File: config.mk
export PLATFORM = sky130hd
export DESIGN_NAME = instrFetch
export DESIGN_NICKNAME = d
export VERILOG_FILES = /design/src/hw/isaPkg.sv /design/src/hw/corePkg.sv /design/src/hw/instrFetch.sv
export SDC_FILE = /design/constraint.sdc
export NUM_CORES = 1
export LEC_CHECK = 0
export BUFFER_PORTS_ARGS = -buffer_cell sky130_fd_sc_hd__buf_2
export CORE_MARGIN = 5
export CORE_UTILIZATION = 39
export DETAILED_ROUTE_END_ITERATION = 8
export GPL_TIMING_DRIVEN = 0
export PLACE_DENSITY = 0.89
export SYNTH_ARGS = -nofsm -noshare
export SYNTH_HDL_FRONTEND = slang
export SYNTH_SLANG_ARGS = --single-unit
export TNS_END_PERCENT = 5
File: constraint.sdc
create_clock -name clk -period 1.7 [get_ports clk]
set_clock_uncertainty 0.05 [all_clocks]
set_input_delay 0.17 -clock clk [delete_from_list [all_inputs] [get_ports clk]]
set_output_delay 0.17 -clock clk [all_outputs]
set_load 0.01 [all_outputs]
File: src/hw/isaPkg.sv
package isaPkg;

    typedef logic [31:0] word_t;
    typedef logic [4:0] regIdx_t;

    typedef enum logic [2:0] {
        aluAdd,
        aluSub,
        aluAnd,
        aluOr,
        aluSlt
    } aluOp_e;

    // selects which value goes back to the register file.
    typedef enum logic [1:0] {
        resAlu,
        resLoad,
        resPc4
    } resultSrc_e;

    localparam logic [6:0] opRType  = 7'b0110011;
    localparam logic [6:0] opIType  = 7'b0010011;
    localparam logic [6:0] opLoad   = 7'b0000011;
    localparam logic [6:0] opStore  = 7'b0100011;
    localparam logic [6:0] opBranch = 7'b1100011;
    localparam logic [6:0] opJal    = 7'b1101111;

    localparam logic [2:0] f3AddSub = 3'b000;
    localparam logic [2:0] f3Slt    = 3'b010;
    localparam logic [2:0] f3Or     = 3'b110;
    localparam logic [2:0] f3And    = 3'b111;
    localparam logic [2:0] f3Word   = 3'b010;
    localparam logic [2:0] f3Beq    = 3'b000;

    localparam logic [6:0] f7Base = 7'b0000000;
    localparam logic [6:0] f7Sub  = 7'b0100000;

    typedef struct packed {
        logic       regWrite;
        resultSrc_e resultSrc;
        logic       memWrite;
        logic       jump;
        logic       branch;
        aluOp_e     aluOp;
        logic       aluSrc;
    } ctrl_t;

endpackage

File: src/hw/corePkg.sv
package corePkg;

    typedef struct packed {
        logic          valid;
        isaPkg::word_t pc;
        isaPkg::word_t pcPlus4;
        isaPkg::word_t instr;
    } fetchDecode_t;

    // everything execute needs from decode.
    typedef struct packed {
        logic            valid;
        isaPkg::ctrl_t   ctrl;
        isaPkg::word_t   rd1;
        isaPkg::word_t   rd2;
        isaPkg::word_t   pc;
        isaPkg::word_t   pcPlus4;
        isaPkg::word_t   immExt;
        isaPkg::regIdx_t rd;
    } decodeExec_t;

    typedef struct packed {
        logic          en;
        logic          write;
        isaPkg::word_t addr;
        isaPkg::word_t wdata;
    } memReq_t;

    typedef struct packed {
        logic            en;
        isaPkg::regIdx_t rd;
        isaPkg::word_t   data;
    } wb_t;

    typedef struct packed {
        logic            valid;
        isaPkg::word_t   pc;
        logic            regWrite;
        isaPkg::regIdx_t rd;
        isaPkg::word_t   wdata;
        logic            memWrite;
        isaPkg::word_t   addr;
        isaPkg::word_t   storeData;
    } retire_t;

endpackage

File: src/hw/instrFetch.sv
`timescale 1ns/1ps

module instrFetch #(
    parameter int memWords = 1024
) (
    input  logic                 clk,
    input  logic                 rstN,
    output corePkg::memReq_t     fetchReq,
    input  logic                 fetchGrant,
    input  isaPkg::word_t        fetchData,
    input  logic                 redirectEn,
    input  isaPkg::word_t        redirectPc,
    output corePkg::fetchDecode_t fd
);
    import isaPkg::*;
    import corePkg::*;

    // the PC wraps at the end of the memory, so memWords is a power of two.
    localparam word_t addrMask = word_t'(memWords * 4 - 1);

    word_t pc;
    word_t pcPlus4;
    logic  fetchOn;

    assign pcPlus4 = pc + 32'd4;

    // fetch starts the cycle after reset is released.
    assign fetchReq = '{en: fetchOn, write: 1'b0, addr: pc, wdata: '0};

    always_ff @(posedge clk or negedge rstN) begin
        if (!rstN) begin
            fetchOn <= 1'b0;
            pc <= '0;
            fd <= '0;
        end else begin
            fetchOn <= 1'b1;
            if (redirectEn) begin
                pc <= redirectPc & addrMask;
                fd.valid <= 1'b0;
            end else if (fetchGrant) begin
                pc <= pcPlus4 & addrMask;
                fd <= '{valid: 1'b1, pc: pc, pcPlus4: pcPlus4, instr: fetchData};
            end else begin
                // lost the port to a data access, so a bubble goes down.
                fd.valid <= 1'b0;
            end
        end
    end

endmodule

# == Word-level counts from Yosys, hierarchy flattened ==
# Cells that the tools add are included.
# classes
add_sub_neg,1
mux,4
bitwise,1
n_reduce_logical,2
# ops
op,n
$mux W32,2
$add A32 B3 Y32 const B,1
$mux W1,2
$reduce_and A2 Y1,1
$reduce_bool A2 Y1,1
$not A1 Y1,1
# word_totals
reg_bits,130
in_bits,68
out_inout_bits,163
word_cells,14

# == Longest topological paths before layout ==
# depth
word_depth,3
ltp_mapped,6
mapped_depth_nobuf,4

# == Worst setup path before layout ==
# Ideal clock, no wire load.
# synth_path
path_type,flip-flop to flip-flop
startpoint,register pc[2]
endpoint,register pc[10]
setup_time_ns,0.069
t_arrival_ns,1.587
required_ns,1.581
slack_ns,-0.007
path_stages_with_launch,5
synth_period_minus_slack_ns,1.707
path_cell_list,dfrtp_1 -> ha_1 -> nand4_1 -> or4_1 -> nand3_1
# synth_between
elab_chain_cells,3
# synth_lines
element,line_no,rtl
from (decl),instrFetch.sv:21,word_t pc;
from (signal assigned),instrFetch.sv:38,pc <= redirectPc & addrMask;
from (signal assigned),instrFetch.sv:41,pc <= pcPlus4 & addrMask;
$add A32 B3 Y32,instrFetch.sv:25,assign pcPlus4 = pc + 32'd4;
$mux W32,instrFetch.sv:40,end else if (fetchGrant) begin
$mux W32,instrFetch.sv:37,if (redirectEn) begin
# No other way between the ends. The select of a mux whose other input is x is not followed.
# A chain may end at the register's enable or synchronous reset.

# == Worst setup path after layout ==
# layout_path
startpoint,register pc[3]
endpoint,register fd[40] (netlist name)
# layout_between
elab_chain_cells,1
# layout_lines
element,line_no,rtl
$add A32 B3 Y32,instrFetch.sv:25,
to (signal assigned),instrFetch.sv:42,"fd <= '{valid: 1'b1, pc: pc, pcPlus4: pcPlus4, instr: fetchData};"
to (decl),instrFetch.sv:13,output corePkg::fetchDecode_t fd
# No other way between the ends.

==> impl_metrics.py <==
metrics = {
    "die": {
        "ios": 231,
        "fp.dieH_um": 106,
        "core_area_um2": 9110,
        "die_w_um": 106,
        "initial_utilization": 0.395,
        "die_area_um2": 11200,
        "rows": 35,
    },
    "logic_synthesis": {
        "ys_ff_latch": 69,
        "yosysTopAreaCell": "dfrtp_1",
        "async_flop_share": 1.00,
        "synth_cells": 410,
        "synth.most_common_cell": "nand2_1",
        "ys_types": 32,
        "synth_area_leaders": "dfrtp_1, buf_4, nand2_1, o21ai_0, or4_1",
        "ys.warnings.count": 0,
        "ys_seq_area_frac": 0.480,
        "syn_area_per_cell_um2": 8.77,
        "synthesis.area_um2": 3590,
        "synth_edf_count": 0,
        "synth_top_area_share": 0.480,
        "ys_top_cells_by_count": "nand2_1, buf_4, dfrtp_1",
        "synth_ff_type": "dfrtp_1",
    },
    "layout": {
        "finalNonFillerCells": 795,
        "area_delta_synth_final_pct": 49.0,
        "drive_gt1_frac": 0.368,
        "fin_nets": 748,
        "num_antenna_cells": 0,
        "stdcell_area_um2": 5360,
        "utilization": 0.588,
    },
    "clock_network": {
        "cts_buffers": 9,
        "clockRootBuffer": "clkbuf_8",
        "clock_latency_ns": 0.34,
        "cts_tree": "done",
        "clkTransAtPathRegs_ns": 0.07,
        "h-tree-depth": 3,
        "clock_sinks": 69,
        "clock_path_buffers": 2,
    },
    "sta": {
        "period_minus_slack_ns": 1.56,
        "finalCritPeriodShare": 0.915,
        "hold_viol_final": 0,
        "tightest_slew_ns": 0.864,
        "slew_viol_final": 0,
        "setup_ws_ns": 0.144,
        "max_freq_mhz": 643,
        "setup_violations": 0,
        "relSlewSlack": 0.424,
        "rsz0062_at_grt": "no",
    },
    "power_and_ir_drop": {
        "leakage_nw": 3.07,
        "p_per_area_nw_per_um2": 844,
        "ir_worst_vdd_mv": 0.384,
    },
    "job": {
        "cap_violations": 0,
    },
    "critical_path": {
        "cp_max_fo": 6,
        "r2r_start": "pc[3]",
        "reg2reg_depth": 5,
        "setup.worst_path.end_class": "flip-flop",
        "critPathLaunchType": "flip-flop",
        "arrival_ns": 1.77,
        "regToRegSetupSlack_ns": 0.14,
        "cp_cell_sequence": "ha_4 > nand4_1 > buf_4 > or3_1 > a31oi_1",
        "worstSetupPathType": "reg -> reg",
        "critPathMaxStageDelay_ns": 0.43,
        "worstPathRequired_ns": 1.92,
        "timing.rr.end": "fd[40]",
        "cp_slowest_cell": "dfrtp_2",
    },
    "drt": {
        "drtIter0Drc": 182,
        "avgRoutedWirePerCell_um": 12.6,
        "first_pass_iters": 4,
        "drtAntennaViolNets": 0,
        "drt_wl_total_mm": 10.0,
        "viasPerCell": 4.07,
        "drcViolationCount": 0,
        "num_vias": 3237,
    },
    "run_status": {
        "status": "completed",
    },
    "global_routing": {
        "grt_max_degree": 70,
        "grt_overflow": 0,
        "grt_pass1_vias": 3260,
        "grt_pass1_wl_mm": 16.0,
        "antenna_found_initial": 0,
        "gr-usage-all-layers": 0.179,
    },
    "placed_design": {
        "postPlaceCellArea_um2": 4670,
        "port_buffers": 118,
        "place.detailed.hpwl_mm": 7.11,
        "place_ws_ns": -0.162,
        "routabilityCongestion": 0.782,
        "dp_cells": 730,
    },
    "hold_path": {
        "hold_class": "in -> reg",
        "hold-path-endpoint": "fd[0]",
        "whs_path_depth": 3,
        "hp-start": "fetchData[0]",
    },
}
==> power breakdown <==
group | switching [mW] | internal, mW
combinational | 0.644 | 0.561
sequential | 0.129 | 1.85
clock | 0.621 | 0.711
total | 1.39 | 3.13
==> through the flow <==
step / power, mW / TNS, ns / hold WS (ns)
after CTS: 4.52 / 0 / 0.00686
after global routing: 4.78 / 0 / 0.0259
final: 4.52 / 0 / 0.0226
after detailed placement: 3.10 / -0.455 / 0.290
after floorplan: 2.67 / 0 / -0.176
after global placement: 3.07 / -0.348 / 0.308
==> sequential cells by signal (all words and copies together) (netlist names) <==
| signal | flops |
|---|---|
| fetchOn | 1 |
| fd | 56 |
| pc | 12 |
==> how the worst max path moves through the flow <==
| stage | depth (start not counted) | slack (ns) | start | to |
|---|---|---|---|---|
| after floorplan | 4 | 0.03 | pc[3] | pc[10] |
| after global placement | 4 | -0.12 | pc[3] | pc[10] |
| after detailed placement | 4 | -0.16 | pc[3] | pc[10] |
| after CTS | 5 | 0.01 | pc[3] | fd[40] |
| after global routing | 5 | 0.02 | pc[3] | fd[40] |
| final | 5 | 0.14 | pc[3] | fd[40] |
==> critical path, delay by kind of cell, from the launching register on <==
family	cells	cell delay, ns
adder cells (fa/ha/maj)	1	0.15
flip-flops	1	0.43
buffers and inverters	1	0.21
AND/OR/NAND/NOR	2	0.48
AO/OA/AOI/OAI	1	0.16
==> logic make-up (layout without fill, tap and decap cells) <==
group	Yosys count	count (layout)	synth area share
AO/OA/AOI/OAI	28	28	0.0473
buffers and inverters	121	304	0.233
other	2	93	0.00209
multiplexers	3	3	0.00905
adder cells (fa/ha/maj)	1	1	0.00348
AND/OR/NAND/NOR	179	179	0.207
flip-flops	69	69	0.480
XOR/XNOR	7	7	0.0171
==> metal layers <==
metal,routed length (um),part of all wire,global-route usage,vias to the layer above
met3,623,0.062,0.0364,12
met2,5170,0.52,0.311,128
met1,4040,0.40,0.215,1448
met5,0,0,0,-
li1,-,-,-,1649
met4,181,0.018,0.0796,0
==> timing repair <==
item                                    CTS  global route
gates cloned                              0             0
pin swaps                                 1             1
hold buffers                             42             0
endpoints found under the setup margin    4             4
setup buffers                             4             3
resized for setup                         2             1
endpoints found under the hold margin   110             0
==> final cells by class <==
class / instances / area (um2)
plain buffers: 116 / 820
clock buffers: 10 / 138
clock inverters: 6 / 62.6
fillers: 796 / 3750
inverters: 5 / 18.8
multi-input cells: 311 / 1380
flip-flops and latches: 69 / 1730
well taps: 111 / 139
repair buffers: 167 / 1070
==> layout by cell type (no fill, tap or decap), types with 5 or more instances in the layout <==
cell type / instances
nand2_1: 149
buf_2: 121
buf_4: 107
conb_1: 93
dfrtp_1: 67
dlygate4sd3_1: 42
o21ai_0: 14
clkbuf_8: 10
clkbuf_1: 9
nand3_1: 7
or4_1: 6
nor2_1: 5
a31oi_1: 5
(Power assumes the default switching activity.)
