`src/hw/isaPkg.sv`:
```
package isaPkg;

    typedef logic [31:0] word_t;
    typedef logic [4:0] regIdx_t;

    typedef enum logic [2:0] {
        aluAdd,
        aluSub,
        aluAnd,
        aluOr,
        aluSlt
    } aluOp_e;

    // selects which value goes back to the register file.
    typedef enum logic [1:0] {
        resAlu,
        resLoad,
        resPc4
    } resultSrc_e;

    localparam logic [6:0] opRType  = 7'b0110011;
    localparam logic [6:0] opIType  = 7'b0010011;
    localparam logic [6:0] opLoad   = 7'b0000011;
    localparam logic [6:0] opStore  = 7'b0100011;
    localparam logic [6:0] opBranch = 7'b1100011;
    localparam logic [6:0] opJal    = 7'b1101111;

    localparam logic [2:0] f3AddSub = 3'b000;
    localparam logic [2:0] f3Slt    = 3'b010;
    localparam logic [2:0] f3Or     = 3'b110;
    localparam logic [2:0] f3And    = 3'b111;
    localparam logic [2:0] f3Word   = 3'b010;
    localparam logic [2:0] f3Beq    = 3'b000;

    localparam logic [6:0] f7Base = 7'b0000000;
    localparam logic [6:0] f7Sub  = 7'b0100000;

    typedef struct packed {
        logic       regWrite;
        resultSrc_e resultSrc;
        logic       memWrite;
        logic       jump;
        logic       branch;
        aluOp_e     aluOp;
        logic       aluSrc;
    } ctrl_t;

endpackage

```
`src/hw/corePkg.sv`:
```
package corePkg;

    typedef struct packed {
        logic          valid;
        isaPkg::word_t pc;
        isaPkg::word_t pcPlus4;
        isaPkg::word_t instr;
    } fetchDecode_t;

    // everything execute needs from decode.
    typedef struct packed {
        logic            valid;
        isaPkg::ctrl_t   ctrl;
        isaPkg::word_t   rd1;
        isaPkg::word_t   rd2;
        isaPkg::word_t   pc;
        isaPkg::word_t   pcPlus4;
        isaPkg::word_t   immExt;
        isaPkg::regIdx_t rd;
    } decodeExec_t;

    typedef struct packed {
        logic          en;
        logic          write;
        isaPkg::word_t addr;
        isaPkg::word_t wdata;
    } memReq_t;

    typedef struct packed {
        logic            en;
        isaPkg::regIdx_t rd;
        isaPkg::word_t   data;
    } wb_t;

    typedef struct packed {
        logic            valid;
        isaPkg::word_t   pc;
        logic            regWrite;
        isaPkg::regIdx_t rd;
        isaPkg::word_t   wdata;
        logic            memWrite;
        isaPkg::word_t   addr;
        isaPkg::word_t   storeData;
    } retire_t;

endpackage

```
`src/hw/pRegDecode.sv`:
```
`timescale 1ns/1ps

module pRegDecode (
    input  logic                 clk,
    input  logic                 rstN,
    input  corePkg::decodeExec_t deIn,
    input  logic                 flush,
    output corePkg::decodeExec_t deOut
);
    import corePkg::*;

    decodeExec_t squashed;

    // a squashed entry keeps its payload but loses valid and every control bit.
    always_comb begin
        squashed = deIn;
        squashed.valid = 1'b0;
        squashed.ctrl = '0;
    end

    always_ff @(posedge clk or negedge rstN) begin
        if (!rstN) begin
            deOut <= '0;
        end else if (flush) begin
            deOut <= squashed;
        end else begin
            deOut <= deIn;
        end
    end

endmodule

```
`config.mk`:
```
export PLATFORM = sky130hd
export DESIGN_NAME = pRegDecode
export DESIGN_NICKNAME = d
export VERILOG_FILES = /design/src/hw/isaPkg.sv /design/src/hw/corePkg.sv /design/src/hw/pRegDecode.sv
export SDC_FILE = /design/constraint.sdc
export NUM_CORES = 1
export LEC_CHECK = 0
export BUFFER_PORTS_ARGS = -buffer_cell sky130_fd_sc_hd__buf_2
export CAP_MARGIN = 15
export CELL_PAD_IN_SITES_DETAIL_PLACEMENT = 1
export CELL_PAD_IN_SITES_GLOBAL_PLACEMENT = 1
export CORE_AREA = 2 2 137 139
export CTS_BUF_LIST = sky130_fd_sc_hd__clkbuf_16
export CTS_CLUSTER_DIAMETER = 50
export DETAILED_ROUTE_END_ITERATION = 12
export DIE_AREA = 0 0 139 141
export PLACE_DENSITY = 0.75
export SETUP_SLACK_MARGIN = 0.4
export SYNTH_ARGS = -nofsm -noshare
export SYNTH_HDL_FRONTEND = slang
export SYNTH_SLANG_ARGS = --single-unit
```
`constraint.sdc`:
```
create_clock -name clk -period 0.8 [get_ports clk]
set_input_delay 0.2 -clock clk [delete_from_list [all_inputs] [get_ports clk]]
set_output_delay 0.2 -clock clk [all_outputs]
set_load 0.01 [all_outputs]
```
Yosys cells after proc, flatten, opt, wreduce, memory -nomap -nowiden:

Index checks and enable logic that the tools add are counted.

* register bits after elaboration: 176
* memories: 0
* output and inout bits: 176
* word-level logic and storage cells: 15
* RAM bits: 0
* bits in read-only memories: 0
* input port bits: 179
* latch bits: 0

* bitwise logic cells: 0
* shift operators: 0
* mux-type cells: 1
* reduce and logical (&&, ||, !) cells: 0
* $add $sub $neg: 0
* equality and inequality tests: 0
* div/mod/pow operators: 0
* multipliers: 0
* $lt $le $gt $ge: 0

Operators with widths (number)
* $mux W176: 1

Longest topological paths before layout:

Gate-level depths: netlist of the first run.

* depth in word-level cells: 1
* mapped depth: 2
* gate-level depth less buffers: 1

Worst setup path after synthesis of the first run:

OpenSTA, ideal clock, no wires.

* path type: reg-to-output
* start: register deOut[0] in the netlist's numbering
* end: output port deOut[0] in the netlist's numbering
* slack: 0.224 ns
* required time: 0.600 ns
* arrival: 0.376 ns
* stages on the path, launching flop included: 1
* path buffers: 0
* cells stage by stage: dfrtp_1

RTL lines
* start, declared: RTL line pRegDecode.sv:8 `output corePkg::decodeExec_t deOut`
* start signal, assigned: RTL line pRegDecode.sv:25 `deOut <= squashed;`
* start signal, assigned: RTL line pRegDecode.sv:27 `deOut <= deIn;`

No word-level cell between the ends.

Final worst setup path of the first run:

* start: register deOut[23] in the netlist's numbering
* end: output port deOut[23] in the netlist's numbering

No word-level cell between the ends.

==> results of run 1 <==
logic make-up (layout without fill, tap and decap cells):
kind of cell           Yosys count  in the layout  synth area share
flip-flops                     176            176            0.9740
AND/OR/NAND/NOR                 11             11           0.02352
other                            0              1                 0
buffers and inverters            1            397          0.002490
worst max-delay path by stage:
stage,startpoint,end,slack (ns),cells past startpoint
4_1_cts,deOut[23],deOut[23],-0.37,1
6_report,deOut[23],deOut[23],-0.36,1
3_3_place_gp,deOut[23],deOut[23],0.09,1
5_1_grt,deOut[23],deOut[23],-0.39,1
2_1_floorplan,deOut[0],deOut[0],0.22,0
3_5_place_dp,deOut[23],deOut[23],0.09,1
Yosys cell counts:
cell	n
buf_6	1
dfrtp_1	176
nor2b_2	8
nor2b_4	2
and2b_2	1
per-layer routing:
layer / track usage / vias up / part of all wire
li1: - / 1347 / -
met1: 0.1630 / 1542 / 0.36
met2: 0.2559 / 188 / 0.54
met3: 0.06352 / 11 / 0.090
met4: 0.04785 / 0 / 0.0095
met5: 0 / - / 0
metrics by stage:
step | setup WS [ns] | hold WS (ns) | TNS, ns | power [mW] | instances
global route | -0.3897 | -0.3944 | -62.29 | 19.85 | 819
floorplan | 0.2244 | -0.09559 | 0 | 9.958 | 188
CTS | -0.3736 | -0.4012 | -59.37 | 19.22 | 818
detailed placement | 0.08954 | 0.05829 | 0 | 11.18 | 786
global placement | 0.08738 | 0.05898 | 0 | 11.12 | 786
finish | -0.3565 | -0.3873 | -54.33 | 18.98 | 819
power by group:
part	internal, mW	switching [mW]	leakage (nW)	total [mW]
Sequential	9.35	0.142	2.06	9.49
Combinational	0.849	0.808	1.64	1.66
Clock	4.32	3.52	0.271	7.83
final cells by class:
cell class                 count  area (µm²)  area share
multi-input combinational     11       136.4     0.01793
sequential                   176        4404      0.5790
timing repair buffer         365        2211      0.2907
clock buffer                  17       425.4     0.05593
clock inverter                15       133.9     0.01760
tap                          234       292.8     0.03849
antenna                        1       2.502   0.0003290
what timing repair did:
action / in CTS / in global routing
hold endpoints to repair: 350 / 348
resized for setup: 27 / 24
endpoints found under the setup margin: 176 / 176
==> impl_metrics.csv, run 1 <==
group,metric,value,unit
status,run_status,"finished, violations left",
status,violated_checks,"hold timing, setup timing",
final_layout,layout_common_cells,"303 x buf_2, 176 x dfrtp_1, 51 x buf_6, 17 x clkbuf_16",
final_layout,registers.top_by_ff_count,"deOut",
place,dp.final_hpwl,11560,µm
hold_path,worst_hold_path_type,"primary input to async pin",
yosys,synth_top_area_frac,0.9740,
timing,slew_headroom,0.8402,
clock_network,tritoncts.num_buffers,17,
final_layout,syn_to_final_growth,68.21,%
routing,antenna_violating_nets_post_route,0,
final_layout,biggestRegsByFlops,"deOut: 176 flops",
yosys,syn_area,0.004522,mm²
clock_network,clock-root-buffer,"clkbuf_16",
timing,fmax,864.6,MHz
yosys,ys_top_cells_by_area,"dfrtp_1 97%, nor2b_2 1.5%, nor2b_4 0.61%",
final_layout,layout.cell_area.non_filler,0.007606,mm²
timing,worst_pin_slew,0.2397,ns
final_layout,layout.filler_cells,1938,
critical_path,critical-path-slowest-cell,"dfrtp_1",
final_layout,final_nets,750,
final_layout,largest_reg_flops,176,
yosys,yosys_register_bits,176,
floorplan,die-height,141,µm
yosys,synth.yosys.warnings,0,
clock_network,clock_sinks,176,
routing,viasPerCell,3.770,
critical_path,worstPathRequired,0.60,ns
critical_path,delay_heaviest_family_cp,"flip-flops",
critical_path,worst-path-buf-inv,1,
global_route,grt_pass1_vias,3666,
critical_path,timing.critical_path.fanout_max,1,
routing,drt-wirelength-per-cell,17.50,µm
timing,fin_crit,1.157,ns
yosys,postSynthAreaPerCell,24.05,µm²
global_route,grt-ovfl-total,0,
clock_network,tritoncts,"built",
global_route,antenna_violations_before_repair,1,
clock_network,cts_max_path_buffers,2,
critical_path,worst_setup_path_end_kind,"primary output",
yosys,postSynthCellCount,188,
global_route,global_route_wire_length_before_repair,21110,µm
routing,detail_route.iter0.violations,66,
yosys,synth.yosys.seq_area_share,0.9740,
floorplan,start_util,0.2475,
routing,remaining_drc_errors,0,
yosys,synth_area_leader_cell,"dfrtp_1",
flow_run,cap_violations,0,
timing,timing.final.setup_violations,176,
floorplan,floorplan.die.width,139,µm
final_layout,final_common_cell,"buf_2",
clock_network,post_cts_buffers,0,
critical_path,path_class,"register to primary output",
global_route,maximum_number_of_pins_on_one_net_before_global_route_repair,44,
floorplan,die-area,0.01960,mm²
yosys,mappedNetlistNets,367,
place,port-buffer-count,354,
final_layout,final_core_utilization,0.4164,
power_and_ir_drop,power_per_cell_area,2495,mW/mm²
floorplan,io_pins,355,
place,place_congestion,0.7799,
timing,timing.final.ws_setup,-0.3565,ns
yosys,synth_cell_type_count,5,
routing,routed_wl,14330,µm
clock_network,worst_setup_hold_path_clk_slew,0.07,ns
place,placed_cell_area,0.006731,mm²
critical_path,timing.critical_path.slowest_cell_delay,0.40,ns
floorplan,floorplan.rows,50,
critical_path,worst_ep_arrival_time,0.96,ns
routing,detailroute.via_count,3088,
routing,drt_first_pass_iters,4,
critical_path,sort_of_element_at_the_start_of_the_critical_path,"register",
power_and_ir_drop,vdd.ir_drop.worst,0.001320,V
critical_path,crit_path_cell_trace,"buf_2",
floorplan,fp.coreArea,0.01827,mm²
power_and_ir_drop,cellLeakagePower,3.978,nW
timing,final_max_slew_viol_count,0,
timing,rsz0062_at_grt,"yes",
final_layout,share_of_final_layout_standard_cells_stronger_than_drive_strength_1,0.6952,
timing,timing.final.crit_share,1.446,
timing,worst_hold_slack,-0.3873,ns
global_route,grtUsageTotal,0.1471,
timing,hold_viol,341,
clock_network,cts-htree-levels,4,
Note: power is estimated with default switching activity, not from simulation.
==> run 2, diff against run 1 <==
Settings changed: MAX_ROUTING_LAYER set to met4.
==> impl_metrics.csv, run 2 (synthesis gave the netlist of run 1 again) <==
group,metric,value,unit
timing,worst_pin_slew,0.2393,ns
clock_network,clock_sinks,176,
timing,slew_headroom,0.8405,
routing,drt-wirelength-per-cell,17.54,µm
status,run_status,"finished, violations left",
final_layout,final_common_cell,"buf_2",
floorplan,floorplan.rows,50,
final_layout,layout.filler_cells,1941,
global_route,grtUsageTotal,0.1517,
floorplan,io_pins,355,
critical_path,crit_path_cell_trace,"buf_2",
flow_run,cap_violations,0,
critical_path,worst_setup_path_end_kind,"primary output",
routing,detailroute.via_count,3086,
place,dp.final_hpwl,11560,µm
status,violated_checks,"hold timing, setup timing",
global_route,antenna_violations_before_repair,1,
global_route,groute.layer.met1.usage,0.1681,
critical_path,timing.critical_path.slowest_cell_delay,0.39,ns
place,place_worst_setup_slack,0.08954,ns
power_and_ir_drop,power_per_cell_area,2502,mW/mm²
clock_network,worst_setup_hold_path_clk_slew,0.07,ns
power_and_ir_drop,vdd.ir_drop.worst,0.001332,V
clock_network,cts_max_path_buffers,2,
routing,drt_first_pass_iters,3,
clock_network,tritoncts.num_buffers,17,
critical_path,critical-path-slowest-cell,"dfrtp_1",
critical_path,delay_heaviest_family_cp,"flip-flops",
final_layout,final_nets,750,
critical_path,worst-path-buf-inv,1,
timing,rsz0062_at_grt,"yes",
routing,detail_route.iter0.violations,64,
timing,final_max_slew_viol_count,0,
final_layout,syn_to_final_growth,67.93,%
timing,setup-tns-final,-54.67,ns
critical_path,timing.critical_path.fanout_max,1,
critical_path,worst_ep_arrival_time,0.95,ns
power_and_ir_drop,post-layout-total-power,19.00,mW
final_layout,share_of_final_layout_standard_cells_stronger_than_drive_strength_1,0.6952,
timing,hold_viol,341,
global_route,maximum_number_of_pins_on_one_net_before_global_route_repair,44,
timing,timing.final.crit_share,1.440,
floorplan,start_util,0.2475,
clock_network,cts-htree-levels,4,
hold_path,worst_hold_path_type,"primary input to async pin",
routing,antenna_violating_nets_post_route,0,
critical_path,worstPathRequired,0.60,ns
routing,viasPerCell,3.768,
critical_path,sort_of_element_at_the_start_of_the_critical_path,"register",
final_layout,final_core_utilization,0.4157,
global_route,global_route_wire_length_before_repair,21010,µm
final_layout,registers.top_by_ff_count,"deOut",
final_layout,largest_reg_flops,176,
clock_network,tritoncts,"built",
power_and_ir_drop,cellLeakagePower,3.974,nW
global_route,grt.busiest_layer,"met2",
timing,fmax,868.3,MHz
final_layout,biggestRegsByFlops,"deOut: 176 flops",
timing,fin_crit,1.152,ns
clock_network,clock-root-buffer,"clkbuf_16",
place,place_congestion,0.7907,
timing,timing.final.setup_violations,176,
routing,remaining_drc_errors,0,
global_route,grt-ovfl-total,0,
global_route,grt_pass1_vias,3689,
place,placed_cell_area,0.006731,mm²
clock_network,post_cts_buffers,0,
place,port-buffer-count,354,
floorplan,floorplan.die.width,139,µm
final_layout,layout_common_cells,"305 x buf_2, 176 x dfrtp_1, 49 x buf_6, 17 x clkbuf_16",
global_route,gr-usage-met2,0.2551,
timing,timing.final.ws_setup,-0.3516,ns
timing,worst_hold_slack,-0.3874,ns
floorplan,fp.coreArea,0.01827,mm²
floorplan,die-area,0.01960,mm²
final_layout,layout.cell_area.non_filler,0.007594,mm²
critical_path,path_class,"register to primary output",
floorplan,die-height,141,µm
routing,routed_wl,14370,µm
global_route,groute.layer.met3.usage,0.05740,
run 2: cell types whose count changed in the layout (fill, tap and decap cells not counted):
cell	previous run	this run
buf_2	303	305
buf_6	51	49
run 2: repair_timing:
item	in CTS	in global routing
endpoints found under the hold margin	350	348
endpoints found under the setup margin	176	176
resized for setup	27	22
pin swaps	0	0
run 2: power by group:
part / switching [mW] / internal [mW] / leakage (nW)
Sequential: 0.140 / 9.35 / 2.06
Combinational: 0.810 / 0.843 / 1.64
Clock: 3.54 / 4.32 / 0.271
Total: 4.49 / 14.5 / 3.97
run 2: worst max-delay path by stage:
stage / depth (start not counted) / slack (ns) / startpoint / to
final: 1 / -0.35 / deOut[23] / deOut[23]
after global routing: 1 / -0.39 / deOut[23] / deOut[23]
after CTS: 1 / -0.37 / deOut[23] / deOut[23]
after detailed placement: 1 / 0.09 / deOut[23] / deOut[23]
after global placement: 1 / 0.09 / deOut[23] / deOut[23]
after floorplan: 0 / 0.22 / deOut[0] / deOut[0]
run 2: area by class of cell:
type                            count  area [µm²]  area share
Antenna cell                        1       2.502   0.0003295
Clock buffer                       17       425.4     0.05602
Clock inverter                     15       133.9     0.01763
Multi-Input combinational cell     11       136.4     0.01796
Sequential cell                   176        4404      0.5800
Tap cell                          234       292.8     0.03856
Timing Repair Buffer              365        2198      0.2895
run 2: layer usage:
metal	up-vias	share of wire
met5	-	0
met4	0	0.0091
met3	11	0.084
met2	183	0.54
met1	1545	0.37
li1	1347	-
run 2: stage by stage:
step	instances	hold WS (ns)
finish	819	-0.3874
detailed placement	786	0.05829
global placement	786	0.05898
global route	819	-0.3944
floorplan	188	-0.09559
CTS	818	-0.4012
