[src/hw/isaPkg.sv]
package isaPkg;

    typedef logic [31:0] word_t;
    typedef logic [4:0] regIdx_t;

    typedef enum logic [2:0] {
        aluAdd,
        aluSub,
        aluAnd,
        aluOr,
        aluSlt
    } aluOp_e;

    // selects which value goes back to the register file.
    typedef enum logic [1:0] {
        resAlu,
        resLoad,
        resPc4
    } resultSrc_e;

    localparam logic [6:0] opRType  = 7'b0110011;
    localparam logic [6:0] opIType  = 7'b0010011;
    localparam logic [6:0] opLoad   = 7'b0000011;
    localparam logic [6:0] opStore  = 7'b0100011;
    localparam logic [6:0] opBranch = 7'b1100011;
    localparam logic [6:0] opJal    = 7'b1101111;

    localparam logic [2:0] f3AddSub = 3'b000;
    localparam logic [2:0] f3Slt    = 3'b010;
    localparam logic [2:0] f3Or     = 3'b110;
    localparam logic [2:0] f3And    = 3'b111;
    localparam logic [2:0] f3Word   = 3'b010;
    localparam logic [2:0] f3Beq    = 3'b000;

    localparam logic [6:0] f7Base = 7'b0000000;
    localparam logic [6:0] f7Sub  = 7'b0100000;

    typedef struct packed {
        logic       regWrite;
        resultSrc_e resultSrc;
        logic       memWrite;
        logic       jump;
        logic       branch;
        aluOp_e     aluOp;
        logic       aluSrc;
    } ctrl_t;

endpackage

[src/hw/corePkg.sv]
package corePkg;

    typedef struct packed {
        logic          valid;
        isaPkg::word_t pc;
        isaPkg::word_t pcPlus4;
        isaPkg::word_t instr;
    } fetchDecode_t;

    // everything execute needs from decode.
    typedef struct packed {
        logic            valid;
        isaPkg::ctrl_t   ctrl;
        isaPkg::word_t   rd1;
        isaPkg::word_t   rd2;
        isaPkg::word_t   pc;
        isaPkg::word_t   pcPlus4;
        isaPkg::word_t   immExt;
        isaPkg::regIdx_t rd;
    } decodeExec_t;

    typedef struct packed {
        logic          en;
        logic          write;
        isaPkg::word_t addr;
        isaPkg::word_t wdata;
    } memReq_t;

    typedef struct packed {
        logic            en;
        isaPkg::regIdx_t rd;
        isaPkg::word_t   data;
    } wb_t;

    typedef struct packed {
        logic            valid;
        isaPkg::word_t   pc;
        logic            regWrite;
        isaPkg::regIdx_t rd;
        isaPkg::word_t   wdata;
        logic            memWrite;
        isaPkg::word_t   addr;
        isaPkg::word_t   storeData;
    } retire_t;

endpackage

[src/hw/regFile.sv]
`timescale 1ns/1ps

module regFile (
    input  logic            clk,
    input  logic            rstN,
    input  isaPkg::regIdx_t ra1,
    input  isaPkg::regIdx_t ra2,
    output isaPkg::word_t   rd1,
    output isaPkg::word_t   rd2,
    input  corePkg::wb_t    wb
);
    import isaPkg::*;

    word_t regs [1:31];

    always_ff @(posedge clk or negedge rstN) begin
        if (!rstN) begin
            for (int i = 1; i < 32; i++) begin
                regs[i] <= '0;
            end
        end else if (wb.en && wb.rd != '0) begin
            regs[wb.rd] <= wb.data;
        end
    end

    // a write in the same cycle is passed straight to the read port.
    function automatic word_t readPort(regIdx_t idx);
        if (idx == '0) return '0;
        if (wb.en && wb.rd == idx) return wb.data;
        return regs[idx];
    endfunction

    always_comb begin
        rd1 = readPort(ra1);
        rd2 = readPort(ra2);
    end

endmodule

[src/hw/instrDecode.sv]
`timescale 1ns/1ps

module instrDecode (
    input  logic                  clk,
    input  logic                  rstN,
    input  corePkg::fetchDecode_t fd,
    input  corePkg::wb_t          wb,
    output corePkg::decodeExec_t  de
);
    import isaPkg::*;
    import corePkg::*;

    logic [6:0] opcode;
    logic [2:0] funct3;
    logic [6:0] funct7;
    word_t      rdata1;
    word_t      rdata2;
    word_t      immI;
    word_t      immS;
    word_t      immB;
    word_t      immJ;
    word_t      imm;
    aluOp_e     aluOp;
    logic       aluKnown;
    logic       known;
    ctrl_t      ctrl;

    assign opcode = fd.instr[6:0];
    assign funct3 = fd.instr[14:12];
    assign funct7 = fd.instr[31:25];

    assign immI = {{20{fd.instr[31]}}, fd.instr[31:20]};
    assign immS = {{20{fd.instr[31]}}, fd.instr[31:25], fd.instr[11:7]};
    assign immB = {{19{fd.instr[31]}}, fd.instr[31], fd.instr[7], fd.instr[30:25],
                   fd.instr[11:8], 1'b0};
    assign immJ = {{11{fd.instr[31]}}, fd.instr[31], fd.instr[19:12], fd.instr[20],
                   fd.instr[30:21], 1'b0};

    regFile regFile_i (
        .clk  (clk),
        .rstN (rstN),
        .ra1  (fd.instr[19:15]),
        .ra2  (fd.instr[24:20]),
        .rd1  (rdata1),
        .rd2  (rdata2),
        .wb   (wb)
    );

    always_comb begin
        aluKnown = 1'b1;
        case (funct3)
            f3AddSub: aluOp = (opcode == opRType && funct7 == f7Sub) ? aluSub : aluAdd;
            f3Slt:    aluOp = aluSlt;
            f3Or:     aluOp = aluOr;
            f3And:    aluOp = aluAnd;
            default: begin
                aluOp = aluAdd;
                aluKnown = 1'b0;
            end
        endcase
    end

    always_comb begin
        ctrl = '0;
        known = 1'b0;
        imm = immI;
        case (opcode)
            opRType: begin
                ctrl.regWrite = 1'b1;
                ctrl.aluOp = aluOp;
                known = aluKnown &&
                        (funct7 == f7Base || (funct7 == f7Sub && funct3 == f3AddSub));
            end
            opIType: begin
                ctrl.regWrite = 1'b1;
                ctrl.aluOp = aluOp;
                ctrl.aluSrc = 1'b1;
                known = aluKnown;
            end
            opLoad: begin
                ctrl.regWrite = 1'b1;
                ctrl.resultSrc = resLoad;
                ctrl.aluSrc = 1'b1;
                known = funct3 == f3Word;
            end
            opStore: begin
                ctrl.memWrite = 1'b1;
                ctrl.aluSrc = 1'b1;
                imm = immS;
                known = funct3 == f3Word;
            end
            opBranch: begin
                ctrl.branch = 1'b1;
                ctrl.aluOp = aluSub;
                imm = immB;
                known = funct3 == f3Beq;
            end
            opJal: begin
                ctrl.regWrite = 1'b1;
                ctrl.resultSrc = resPc4;
                ctrl.jump = 1'b1;
                imm = immJ;
                known = 1'b1;
            end
            default: ;
        endcase
    end

    always_comb begin
        de.valid = fd.valid && known;
        de.ctrl = de.valid ? ctrl : '0;
        de.rd1 = rdata1;
        de.rd2 = rdata2;
        de.pc = fd.pc;
        de.pcPlus4 = fd.pcPlus4;
        de.immExt = imm;
        de.rd = fd.instr[11:7];
    end

endmodule

[config.mk]
export PLATFORM = sky130hd
export DESIGN_NAME = instrDecode
export DESIGN_NICKNAME = d
export VERILOG_FILES = /design/src/hw/isaPkg.sv /design/src/hw/corePkg.sv /design/src/hw/regFile.sv /design/src/hw/instrDecode.sv
export SDC_FILE = /design/constraint.sdc
export NUM_CORES = 2
export LEC_CHECK = 0
export CORE_AREA = 5 5 436 438
export CTS_CLUSTER_DIAMETER = 80
export DETAILED_ROUTE_END_ITERATION = 8
export DIE_AREA = 0 0 441 443
export DONT_BUFFER_PORTS = 1
export PLACE_DENSITY_LB_ADDON = 0.12
export SYNTH_ARGS = -nofsm -noshare
export SYNTH_HDL_FRONTEND = slang
export SYNTH_HIERARCHICAL = 1
export SYNTH_SLANG_ARGS = --single-unit
[constraint.sdc]
create_clock -name clk -period 1.8 [get_ports clk]
set_clock_uncertainty 0.15 [all_clocks]
set_input_delay 0.18 -clock clk [delete_from_list [all_inputs] [get_ports clk]]
set_output_delay 0.18 -clock clk [all_outputs]
set_load 0.03 [all_outputs]
* Yosys cells after proc, flatten, opt, wreduce, memory -nomap -nowiden
Cells that the tools add are included.
** Storage, ports and cells
- Register bits :: 992
- Logic and storage cells :: 105
** Cells by class
- $lt $le $gt $ge :: 4
- Equal/unequal tests :: 12
- Multiplexer cells :: 36
- Bitwise operators :: 3
- Reduce and logical (&&, ||, !) cells :: 19
** Operators by type and width (number)
- 992-bit bitwise mux :: 1
- 32-bit 2-to-1 mux :: 13
- 32-bit binary-select mux with 5-bit select :: 2
- 32-bit demux with 5-bit select :: 1
- 20-bit case mux with 3 select lines :: 1
- 7-bit by 6-bit == test with 1-bit output (second input constant) :: 3
- 6-bit >= comparator (second input constant) :: 3
- 5-bit NOT with 6-bit output :: 3
- 7-bit == test (second input constant) :: 2
- 1-bit 2-to-1 mux :: 13
- 3-bit case mux with 4 select lines :: 1
- 5-bit == test :: 2
- 5-bit zero test :: 2
- 10-bit 2-to-1 mux :: 1
- 1-bit logical AND :: 8
- 4-bit OR reduction :: 2
- 7-bit by 2-bit == test with 1-bit output (second input constant) :: 1
- 7-bit by 5-bit == test with 1-bit output (second input constant) :: 1
- 7-bit zero test :: 1
- 3-bit == test (second input constant) :: 2
- 6-bit by 1-bit less-than comparator with 1-bit output (second input constant) :: 1
- 3-bit case mux with 2 select lines :: 1
- 1-bit case mux with 5 select lines :: 1
- 5-bit nonzero test :: 1
- 6 further kinds :: 7

* Longest topological paths before layout
- Depth in word-level cells :: 7
- Gate-level depth with buffers :: 9
- Depth with buffers taken out :: 5

* Cells and area by module
Netlist, hierarchy kept.
** Modules (own cells, without submodules)
- regFile :: times used 1, cells each 3901, area an instance 54227.0 µm²
- instrDecode :: times used 1, cells each 156, area an instance 1128.6 µm²

* Worst setup path before layout
OpenSTA, ideal clock, no wires.
- Path type :: input-to-output
- Start :: in fd[25] (netlist name)
- End :: out de[174] (netlist name)
- Data arrival time :: 2.162 ns
- Required time :: 1.470 ns
- Setup slack :: -0.692 ns
- Stages on the path :: 4
- Path through :: or4_4 > o31ai_4 > a32oi_4 > o41ai_1
** RTL lines
- start, declared :: line instrDecode.sv:6 : input corePkg::fetchDecode_t fd,
- end, declared :: line instrDecode.sv:8 : output corePkg::decodeExec_t de

==> results list <==
- The critical path ends at de[139].
- The startpoint identified for the worst register-to-register timing path is regFile_i/regs[626].
- Post-DRT Antenna Nets: 0
- Mean Syn Cell Area: 13.6 um2
- Fraction of final layout cells with drive strength greater than 1: 0.610
* Slew @ Worst Pin: 1.23 ns
- Number of standard cells in the final layout excluding fillers: 7065
* Post-synthesis compound-gate area fraction: 0.0574
* Portion of synthesized cell area occupied by the leading cell type: 0.448
- LEAKAGE: 30.5 nW
* R2R Setup Slk: 0.29 ns
- In this run the worst path has a maximum fanout of 368.
* Effective utilization at floorplan: 0.297
- The number of hold-slack violations in the final timing report came to 7.
* Cell taking the most area after synthesis: sky130_fd_sc_hd__dfrtp_1
- YS warnings: 6
- Setup Crit Path Kind: primary input to output port
- Signal arrival time at the worst endpoint: 2.74 ns
* GRT Resource Usage Total: 0.230
* Proportion of synthesized area in mux cells: 0.397
- Setup violations, final: 77
- Measured against its own limit, the worst slew margin works out to 0.180.
- Post-synth net total: 4194
- Static timing analysis puts the maximum clock frequency at 0.326 GHz.
* Wire length of the first global-routing pass: 324000 um
- Maximum clock path buffer count: 3
- Die Height: 443 um
* Worst hold slack across all endpoints: -0.00435 ns
- Clock-pin slew reported for the worst setup and hold paths after clock tree synthesis: 0.06 ns
* Reg-to-reg endpoint: regFile_i/regs[626]
- H-Tree Level Count: 3
* Total wire length after detailed routing: 228000 um
- At the later pin of the worst-skew pair, clock insertion delay measures 0.73 ns.
- The worst setup path is launched from a primary input.
- In the final layout, the registers with the most flip-flops are regFile_i/regs x992.
* Placed Cells: 6728
- The synthesized design contains 0 enable-type register cells.
- Post-synthesis cell area: 0.0554 mm2
* Hold crit path type: primary input to flop
- Port Buffer Count: 0
* Synthesized netlist cell count: 4057
- Setup repair after global routing could not meet its margin everywhere.
- Residual DRC count: 0
- Sorting the synthesized cells by area gives the leading types as sky130_fd_sc_hd__dfrtp_1, sky130_fd_sc_hd__mux2_2, sky130_fd_sc_hd__mux4_2, sky130_fd_sc_hd__mux2i_1, sky130_fd_sc_hd__buf_4.
- Startpoint of the worst setup timing path: fd[16]
- Number of distinct library cell variants in the gate-level netlist after synthesis: 68
- After routing, the total negative slack on setup checks comes to -71.41 ns.
* Reported max-cap violation count: 0
* Detailed placement HPWL: 139000 um
- Critical Path RT: 1.47 ns
- Routability congestion estimate from global placement: 0.786
* Register bit total from synthesis: 992
- Die footprint: 0.195 mm2
- Compared with the post-synthesis result, the final layout area differs by 29.0%.
* Clock buffer count from CTS: 120
- Post-Synth Simple-Gate Area: 0.0432
* Detailed-route vias per instance: 5.50
- Clk root buf: sky130_fd_sc_hd__clkbuf_16
* Fraction of registers with async set/reset: 1.00
* Initial antenna violation count: 18
- Of the total synthesized cell area, the portion taken by XOR and XNOR cells is 0.00158.
- Violated checks: negative hold slack, negative setup slack
- In the finished design, the share of the clock period the worst path needs comes to 1.70.
- Maximum number of pins on one net before global-route repair: 369
- Setup slack on the critical path of the routed design comes to -1.27 ns.
- The register with the most flip-flops in the final layout is regFile_i/regs.
- Total number of vias: 38900
* Critical Path End Type: output port
- After the first detailed-routing iteration, the DRC count stood at 2820.
* Result of the run: finished, violations left
* Synthesized-area fraction occupied by adder cells: 0
- Final-stage net count: 4599
- By area, the combinational part of the netlist is dominated by multiplexers.
- The design draws 74.2 mW.
* Average wire per standard cell: 32.3 um
* Iteration count of the initial detailed-routing pass: 6
- Number of top-level design ports: 313
* Power density cells: 1040 mW/mm2
- The number of global-route vias before repair was 40700.
- For this run, the register share of the synthesized area comes to 0.448.
* Floorplan core area: 0.186 mm2
* Clock tree from TritonCTS: done
* CTS sink count: 992
- The floorplan has 159 rows.
* Final Max Slew Viols: 0
- The register with the most flip-flops in the layout has 992 of them.
- Dominant synthesized flop cell: sky130_fd_sc_hd__dfrtp_1
- IR analysis of the VDD net gives a maximum drop of 784 uV.
- Final critical delay including setup and external delays: 3.07 ns
- Die span in x: 441 um
- After global routing the overflow that remains totals 0.
- R2r worst-path depth: 2
[cell families (layout without fill, tap and decap cells)]
| kind of cell | Yosys count | in the layout |
|---|---|---|
| compound gates | 422 | 422 |
| xor+xnor | 10 | 10 |
| buf+inv | 523 | 1027 |
| flops | 992 | 992 |
| mux | 1629 | 1629 |
| other cells | 0 | 9 |
| simple gates | 481 | 481 |
[stage by stage]
step | instance area [um2] | worst slack [ns] | util
finish | 71400 | -1.27 | 0.384
global route | 71400 | -1.34 | 0.384
CTS | 70800 | -1.31 | 0.380
detailed placement | 64200 | -1.23 | 0.345
global placement | 64200 | -1.12 | 0.345
floorplan | 57000 | -0.246 | -
[final cells by class]
type                    count  area, um2
fillers                 17700     115000
clock buffers             185       3640
clock inverters            36        412
multi-input cells        2542      30600
flip-flops and latches    992      24800
inverters                   7       26.3
well taps                2495       3120
diodes                      9       22.5
repair buffers            799       8770
[how the worst min path moves through the flow]
stage | startpoint | endpoint | slack, ns | cells past startpoint
final | wb[33] | regFile_i/regs[212] | -0.004 | 4
after global routing | wb[33] | regFile_i/regs[212] | -0.03 | 4
after CTS | wb[32] | regFile_i/regs[782] | 0.007 | 4
after detailed placement | rstN | regFile_i/regs[7] | -0.06 | 1
after global placement | rstN | regFile_i/regs[617] | -0.06 | 1
after floorplan | rstN | regFile_i/regs[0] | -0.27 | 0
[layout by cell type (no fill, tap or decap), types with 33 or more instances in the layout]
cell,count
sky130_fd_sc_hd__a211oi_1,33
sky130_fd_sc_hd__dfrtp_1,992
sky130_fd_sc_hd__mux4_2,337
sky130_fd_sc_hd__clkbuf_16,122
sky130_fd_sc_hd__a211oi_4,39
sky130_fd_sc_hd__a221oi_1,43
sky130_fd_sc_hd__buf_6,45
sky130_fd_sc_hd__mux2i_1,121
sky130_fd_sc_hd__mux2_2,1134
sky130_fd_sc_hd__buf_4,510
sky130_fd_sc_hd__nor2b_1,48
sky130_fd_sc_hd__clkbuf_8,35
sky130_fd_sc_hd__o22ai_1,62
sky130_fd_sc_hd__nor2_4,40
sky130_fd_sc_hd__o22ai_4,35
sky130_fd_sc_hd__nor3_4,45
sky130_fd_sc_hd__a221o_1,37
sky130_fd_sc_hd__nor2_1,157
sky130_fd_sc_hd__dlygate4sd3_1,41
sky130_fd_sc_hd__buf_12,195
[where the power goes]
part,switching (mW),total [mW],internal (mW)
sequential,2.99,29.7,26.7
combinational,7.78,19.2,11.4
clock,10.4,25.3,14.9
[repair_timing]
item                                     CTS  global route
hold endpoints to repair                1984            34
hold buffers                              72             3
cloned                                     0             0
pin swaps                                145            84
buffers inserted                          30            31
gates resized for setup                  272            69
endpoints found under the setup margin    73           591
[Yosys cell counts (3+ instances only)]
library cell	n
sky130_fd_sc_hd__a211oi_1	96
sky130_fd_sc_hd__a21o_1	8
sky130_fd_sc_hd__a21oi_1	14
sky130_fd_sc_hd__a221o_1	37
sky130_fd_sc_hd__a221oi_1	62
sky130_fd_sc_hd__a31oi_1	4
sky130_fd_sc_hd__and3_1	4
sky130_fd_sc_hd__buf_1	49
sky130_fd_sc_hd__buf_2	132
sky130_fd_sc_hd__buf_4	129
sky130_fd_sc_hd__buf_6	38
sky130_fd_sc_hd__clkbuf_1	166
sky130_fd_sc_hd__dfrtp_1	992
sky130_fd_sc_hd__inv_1	7
sky130_fd_sc_hd__mux2_1	22
sky130_fd_sc_hd__mux2_2	1137
sky130_fd_sc_hd__mux2i_1	133
sky130_fd_sc_hd__mux4_2	337
sky130_fd_sc_hd__nand2_1	35
sky130_fd_sc_hd__nand2b_1	10
sky130_fd_sc_hd__nand3_1	9
sky130_fd_sc_hd__nand3b_1	4
sky130_fd_sc_hd__nor2_1	203
sky130_fd_sc_hd__nor2_2	4
sky130_fd_sc_hd__nor2b_1	52
sky130_fd_sc_hd__nor3_1	83
sky130_fd_sc_hd__nor3_2	3
sky130_fd_sc_hd__nor3b_1	4
sky130_fd_sc_hd__nor4_1	47
sky130_fd_sc_hd__o21ai_0	30
sky130_fd_sc_hd__o21ai_1	4
sky130_fd_sc_hd__o221ai_1	13
sky130_fd_sc_hd__o22a_1	19
sky130_fd_sc_hd__o22ai_1	116
sky130_fd_sc_hd__or2_2	3
sky130_fd_sc_hd__xor2_1	8
[worst max-delay path, stage by stage]
cell	delay [ns]
sky130_fd_sc_hd__nor2b_4	0.41
sky130_fd_sc_hd__buf_12	0.16
sky130_fd_sc_hd__buf_12	0.14
sky130_fd_sc_hd__buf_4	0.16
sky130_fd_sc_hd__a221oi_2	0.42
sky130_fd_sc_hd__nor3_1	0.15
sky130_fd_sc_hd__a211oi_4	0.46
sky130_fd_sc_hd__nor2_4	0.12
[metal layers]
metal,track usage,wire length (um)
met1,0.326,104000
met2,0.371,108000
met3,0.0310,10500
met4,0.0579,5810
met5,0,0
Note: power is estimated with default switching activity, not from simulation.
